`src/datapath_pkg.sv`:
```
package datapath_pkg;

    // one data word; byte addresses use the same width.
    typedef logic [31:0] word_t;

    // request toward the data memory.
    // ren and wen are only high while an access is in flight.
    typedef struct packed {
        word_t addr;   // byte address, word aligned.
        word_t store;  // write data.
        logic  ren;
        logic  wen;
    } dmem_req_t;

    // response returned to the issue side.
    typedef struct packed {
        word_t load;        // zero for stores and misaligned requests.
        logic  is_store;
        logic  misaligned;  // set when the request touched no memory.
    } ls_resp_t;

endpackage

```
`src/isa_pkg.sv`:
```
package isa_pkg;

    import datapath_pkg::*;

    // memory operation carried by an issued instruction.
    typedef enum logic [1:0] {
        MEM_NONE,
        LOAD,
        STORE
    } mem_type_t;

    // operands of one issued load or store.
    // the effective address is rs1 + imm; rs2 is the store data.
    typedef struct packed {
        mem_type_t mem_type;
        word_t     rs1;
        word_t     rs2;
        word_t     imm;
    } ls_req_t;

endpackage

```
`src/dmem_bank.sv`:
```
`timescale 1ns/1ps

module dmem_bank
    import datapath_pkg::*;
#(
    parameter int DMEM_WORDS = 64
) (
    input  logic      CLK,
    input  logic      nRST,
    input  dmem_req_t dmem_req,
    input  logic      dhit,
    output word_t     dmem_load
);

    localparam int IW = $clog2(DMEM_WORDS);

    word_t         mem [DMEM_WORDS];
    logic [IW-1:0] idx;

    // word index; upper address bits alias onto the same word.
    assign idx = dmem_req.addr[IW+1:2];

    always_ff @(posedge CLK, negedge nRST) begin
        if (!nRST) begin
            for (int i = 0; i < DMEM_WORDS; i++) begin
                mem[i] <= '0;
            end
        end else if (dhit && dmem_req.wen) begin
            mem[idx] <= dmem_req.store;
        end
    end

    // read is combinational; the latch samples it on dhit.
    always_comb begin
        if (dmem_req.ren) begin
            dmem_load = mem[idx];
        end else begin
            dmem_load = '0;
        end
    end

endmodule

```
`src/dmem_wait_timer.sv`:
```
`timescale 1ns/1ps

module dmem_wait_timer #(
    parameter int WAIT_CYCLES = 2
) (
    input  logic CLK,
    input  logic nRST,
    input  logic timer_start,
    output logic dhit
);

    localparam int CW = $clog2(WAIT_CYCLES + 1);

    logic [CW-1:0] count;

    // the count is loaded one cycle after the access is launched.
    // dhit is registered, so it appears one edge after the count reaches one.
    always_ff @(posedge CLK, negedge nRST) begin
        if (!nRST) begin
            count <= '0;
            dhit  <= 1'b0;
        end else if (timer_start) begin
            count <= CW'(WAIT_CYCLES);
            dhit  <= 1'b0;
        end else begin
            if (count != '0) begin
                count <= count - CW'(1);
            end
            dhit <= (count == CW'(1)); // exactly one cycle per access.
        end
    end

endmodule

```
`src/ls_addr_latch.sv`:
```
`timescale 1ns/1ps

module ls_addr_latch
    import isa_pkg::*;
    import datapath_pkg::*;
(
    input  logic      CLK,
    input  logic      nRST,
    input  logic      capture,
    input  logic      mem_active,
    input  logic      dhit,
    input  ls_req_t   req,
    input  word_t     dmem_load,
    output logic      misaligned,
    output dmem_req_t dmem_req,
    output ls_resp_t  resp
);

    word_t     eff_addr;
    word_t     addr_q;
    word_t     store_q;
    word_t     load_q;
    mem_type_t op_q;
    logic      mis_q;

    assign eff_addr   = req.rs1 + req.imm;
    assign misaligned = (eff_addr[1:0] != 2'b00); // checked on the incoming request.

    always_ff @(posedge CLK, negedge nRST) begin
        if (!nRST) begin
            op_q  <= MEM_NONE;
            mis_q <= 1'b0;
        end else if (capture) begin
            op_q  <= req.mem_type;
            mis_q <= misaligned;
        end
    end

    always_ff @(posedge CLK) begin
        if (capture) begin
            addr_q  <= eff_addr;
            store_q <= req.rs2;
            load_q  <= '0; // stays zero unless a load hits.
        end else if (dhit) begin
            load_q  <= dmem_load;
        end
    end

    always_comb begin
        dmem_req.addr  = addr_q;
        dmem_req.store = store_q;
        dmem_req.ren   = mem_active && (op_q == LOAD);
        dmem_req.wen   = mem_active && (op_q == STORE);
    end

    always_comb begin
        resp.load       = load_q;
        resp.is_store   = (op_q == STORE);
        resp.misaligned = mis_q;
    end

endmodule

```
`src/ls_ctrl_fsm.sv`:
```
`timescale 1ns/1ps

module ls_ctrl_fsm (
    input  logic CLK,
    input  logic nRST,
    input  logic req_valid,
    input  logic resp_ready,
    input  logic misaligned,
    input  logic dhit,
    output logic req_ready,
    output logic resp_valid,
    output logic capture,
    output logic mem_active,
    output logic timer_start
);

    typedef enum logic [1:0] {
        IDLE,
        ACCESS,
        RESPOND
    } state_t;

    state_t state;
    state_t next_state;
    logic   start_q;

    always_ff @(posedge CLK, negedge nRST) begin
        if (!nRST) begin
            state   <= IDLE;
            start_q <= 1'b0;
        end else begin
            state   <= next_state;
            start_q <= capture && !misaligned; // first cycle of ACCESS.
        end
    end

    always_comb begin
        next_state = state;
        case (state)
            IDLE: begin
                // a misaligned address never reaches the memory.
                if (req_valid) begin
                    if (misaligned) begin
                        next_state = RESPOND;
                    end else begin
                        next_state = ACCESS;
                    end
                end
            end
            ACCESS: begin
                if (dhit) begin
                    next_state = RESPOND;
                end
            end
            RESPOND: begin
                if (resp_ready) begin
                    next_state = IDLE;
                end
            end
            default: begin
                next_state = IDLE;
            end
        endcase
    end

    // one request at a time, so ready only while nothing is held.
    assign req_ready   = (state == IDLE);
    assign capture     = req_ready && req_valid;
    assign mem_active  = (state == ACCESS);
    assign resp_valid  = (state == RESPOND);
    assign timer_start = start_q;

endmodule

```
`src/scalar_ls_top.sv`:
```
`timescale 1ns/1ps

module scalar_ls_top
    import isa_pkg::*;
    import datapath_pkg::*;
#(
    parameter int WAIT_CYCLES = 2,
    parameter int DMEM_WORDS  = 64
) (
    input  logic     CLK,
    input  logic     nRST,
    input  logic     req_valid,
    input  ls_req_t  req,
    input  logic     resp_ready,
    output logic     req_ready,
    output logic     resp_valid,
    output ls_resp_t resp
);

    logic      capture;
    logic      misaligned;
    logic      mem_active;
    logic      timer_start;
    logic      dhit;
    dmem_req_t dmem_req;
    word_t     dmem_load;

    ls_ctrl_fsm i_ctrl (
        .CLK         (CLK),
        .nRST        (nRST),
        .req_valid   (req_valid),
        .resp_ready  (resp_ready),
        .misaligned  (misaligned),
        .dhit        (dhit),
        .req_ready   (req_ready),
        .resp_valid  (resp_valid),
        .capture     (capture),
        .mem_active  (mem_active),
        .timer_start (timer_start)
    );

    ls_addr_latch i_latch (
        .CLK        (CLK),
        .nRST       (nRST),
        .capture    (capture),
        .mem_active (mem_active),
        .dhit       (dhit),
        .req        (req),
        .dmem_load  (dmem_load),
        .misaligned (misaligned),
        .dmem_req   (dmem_req),
        .resp       (resp)
    );

    dmem_wait_timer #(
        .WAIT_CYCLES (WAIT_CYCLES)
    ) i_timer (
        .CLK         (CLK),
        .nRST        (nRST),
        .timer_start (timer_start),
        .dhit        (dhit)
    );

    dmem_bank #(
        .DMEM_WORDS (DMEM_WORDS)
    ) i_bank (
        .CLK       (CLK),
        .nRST      (nRST),
        .dmem_req  (dmem_req),
        .dhit      (dhit),
        .dmem_load (dmem_load)
    );

endmodule
```
`config.mk`:
```
export PLATFORM = sky130hd
export DESIGN_NAME = scalar_ls_top
export DESIGN_NICKNAME = d
export VERILOG_FILES = /design/src/datapath_pkg.sv /design/src/isa_pkg.sv /design/src/dmem_bank.sv /design/src/dmem_wait_timer.sv /design/src/ls_addr_latch.sv /design/src/ls_ctrl_fsm.sv /design/src/scalar_ls_top.sv
export SDC_FILE = /design/constraint.sdc
export NUM_CORES = 2
export LEC_CHECK = 0
export BUFFER_PORTS_ARGS = -buffer_cell sky130_fd_sc_hd__clkbuf_2
export CORE_MARGIN = 1.5
export CORE_UTILIZATION = 35
export DETAILED_ROUTE_END_ITERATION = 12
export GPL_ROUTABILITY_DRIVEN = 0
export PLACE_DENSITY_LB_ADDON = 0.3
export SETUP_SLACK_MARGIN = 0.1
export SKIP_CTS_REPAIR_TIMING = 1
export SYNTH_ARGS = -nofsm -noshare
export SYNTH_HDL_FRONTEND = slang
export SYNTH_SLANG_ARGS = --single-unit
```
`constraint.sdc`:
```
create_clock -name CLK -period 7.7 [get_ports CLK]
set_input_delay 0.77 -clock CLK [delete_from_list [all_inputs] [get_ports CLK]]
set_output_delay 0.77 -clock CLK [all_outputs]
set_load 0.02 [all_outputs]
```
==> results.md <==
* Status: completed
* Critical path arrival at 5.47 ns
* Synth async-reset ratio at 0.967
* Min-delay src: req[63]
* Grt ovf at 0
* Final hold viol count at 0
* Synth warn at 0
* RSZ-0062 raised after global routing: false
* Setup Viol. Count Final at 0
* Total I/O pin count at ~140
* Worst min path class: in2reg
* DRT iter0 DRCs at ~5,600
* CTS Buf Count at 221
* DR WL/cell at 30.3 µm
* Cell Rows at about 190
* Skew final at 0.0327 ns
* Mapped Area at 96,400 µm²
* Worst Path Max Fanout at 21
* Sequential fraction of the synthesis area at 0.552
* GRT Util Overall at 0.227
* H-tree depth at 4
* Clk_lat worst skew at slightly below 0.9 ns
* Vias per cell at 5.83
* Area of the multi-input gates at around 40,000 µm²
* Peak supply drop at approximately 0.00022 V
* Final min period at approximately 4.7 ns
* WS Path Type: reg2reg
* Nets at 6,867
* Die width at around 530 µm
* Sink Count at ~2,100
* Detailed Route WL at 319 mm
* DRT Pass-1 Iters at 10
* Core Region at around 270,000 µm²
* Commonest non-fill, non-tap cells in the layout: mux2_2, dfrtp_1, mux2i_1
* Relative slew slack at 0.146
* Core Util, Final at 0.395
* Hold depth at 1
* Pwr dens at roughly 250 nW/µm²
* Fin crit share at 0.611
* Initial antenna violation count at 14
* Leak Pwr at just over 50 nW
* Critical Path Sink Type: register
* Max Slew Vio Count at 0
* Reg2reg path depth at 7
* Startpoint Class: register
* Critical Path Source: i_latch.addr_q[4]$_DFFE_PN_
* Vert. Die Dim at 528 µm
* Worst flop-to-flop path startpoint: i_latch.addr_q[4]$_DFFE_PN_
* Number of synthesized register bits at 2,127
* Setup TNS at 0 ns
* Final HPWL from detailed placement at ~190 mm
* Starting Density at 0.352
* Fill cells at ~25,000
* Primary FF master, synth: dfrtp_1
* Root Buffer: clkbuf_16
* Reg-to-reg endpoint: i_bank.mem[287]$_DFFE_PN0P_
* CTS tree: yes
* Bufs on Longest Clock Path at 3
* Synthesized net count at between 7,000 and 8,000
* DRC at 0
* Max-cap violations at 0
* Synth Instances at 6,943
* Mean post-synth cell area at between 10 and 15 µm²
* PortBufs at slightly below 90
* EDFF count, synth at 38
* Number of global-route vias before repair at between 60,000 and 70,000
* Flop2flop setup slack at 3.00 ns
* Vias post-DR at around 61,000
* Share of cells above drive strength 1 at 0.444
* Area delta synth->final at 12.0%
* Largest net degree at the start of global routing at 188
* Global-route wire length before repair at about 460 mm
* Slew @ Worst Pin at roughly 1.3 ns
* Routed Antenna Nets at 0
* WP data required at around 8.5 ns
* Register Area at ~53,000 µm²
* Die area at approximately 280,000 µm²
* Hold Path End: i_latch.store_q[31]$_DFFE_PN_
* Clock-pin slew on the worst setup and hold paths at about 0.060 ns
* Most common cell after layout, fill and taps aside: mux2_2
* Unique masters post-synth at 64
* Fmax at between 0.2 and 0.25 GHz
==> state kept, by name (all words and copies together), names as in the netlist <==
signal / count
i_latch.store_q: 32
i_ctrl.timer_start: 1
i_bank.mem: 2048
i_latch.load_q: 32
i_timer.dhit: 1
i_latch.addr_q: 6
i_latch.op_q: 2
i_timer.count: 2
i_latch.mis_q: 1
i_ctrl.state: 2
==> worst max path at each step <==
stage | end | slack, ns | cells after the start
after floorplan | i_latch.load_q[21]$_SDFFE_PN0P_ | 4.31 | 9
after global placement | i_bank.mem[1828]$_DFFE_PN0P_ | 3.14 | 8
after detailed placement | i_bank.mem[1825]$_DFFE_PN0P_ | 3.10 | 8
after CTS | i_bank.mem[1829]$_DFFE_PN0P_ | 3.07 | 8
after global routing | i_bank.mem[276]$_DFFE_PN0P_ | 2.97 | 7
final | i_bank.mem[287]$_DFFE_PN0P_ | 3.00 | 7
==> area by class of cell <==
class                           count  share of cell area
Timing Repair Buffer              305              0.0223
Antenna cell                       10            0.000232
Tap cell                         3589              0.0416
Inverter                           15            0.000637
Multi-Input combinational cell   4085               0.374
Clock inverter                     70             0.00650
Sequential cell                  2127               0.493
Clock buffer                      341              0.0620
==> logic make-up after synthesis <==
kind of cell,synth area share
AO/OA/AOI/OAI,0.0727
XOR/XNOR,0.000727
adder cells (fa/ha/maj),0.00138
buffers and inverters,0.0352
flip-flops,0.552
multiplexers,0.319
AND/OR/NAND/NOR,0.0188
==> power breakdown <==
part / internal (mW) / leakage, nW / switching [mW] / total (mW)
combinational: 1.14 / 18.2 / 3.80 / 4.93
sequential: 11.5 / 29.3 / 0.186 / 11.7
clock: 6.27 / 3.67 / 4.62 / 10.9
total: 18.9 / 51.2 / 8.60 / 27.5
==> stage by stage <==
step                      worst slack (ns)  hold WS, ns  instance area (µm²)  cells  power (mW)
final                                 3.00       0.0568               108000  10500        27.5
after global routing                  2.97       0.0229               108000  10500        28.3
after global placement                3.14        0.445               101000  10100        16.7
after floorplan                       4.31        0.418                96400   6943        14.3
after CTS                             3.07       -0.110               108000  10500        27.6
after detailed placement              3.10        0.444               101000  10100        16.7
==> layer usage <==
metal	wire length, µm	vias to the layer above	GRT usage
met5	114	-	0
met4	9540	16	0.0678
met3	21900	546	0.0455
met2	149000	2082	0.363
met1	139000	33600	0.310
li1	-	25200	-
==> critical path: stages, from the launching register on <==
cell and delay, ns:
edfxtp_1 0.92, nand2_1 0.46, nor2_1 0.19, buf_4 0.40
nand2_1 0.59, nor2_4 1.11, buf_4 0.47, mux2_2 0.38
==> cells in the mapped netlist (all sizes together) (10+ instances only) <==
| cell type | n | share of area |
|---|---|---|
| nor2b | 11 | 0.00071 |
| a222oi | 14 | 0.0015 |
| dfrtp | 2057 | 0.53 |
| clkbuf | 303 | 0.012 |
| a22o | 66 | 0.0060 |
| mux2i | 319 | 0.033 |
| a221o | 41 | 0.0043 |
| o221ai | 28 | 0.0025 |
| a22oi | 114 | 0.0089 |
| edfxtp | 38 | 0.012 |
| nand2 | 125 | 0.0049 |
| a21oi | 173 | 0.0090 |
| mux2 | 2214 | 0.26 |
| dfxtp | 32 | 0.0066 |
| o21ai | 153 | 0.0079 |
| nor3 | 10 | 0.00078 |
| inv | 15 | 0.00058 |
| o22a | 21 | 0.0019 |
| mux4 | 117 | 0.027 |
| a221oi | 192 | 0.017 |
| nor2 | 232 | 0.0091 |
| buf | 413 | 0.023 |
| o22ai | 123 | 0.0080 |
| nand2b | 13 | 0.00084 |
Power figures use the tool's default switching activity.
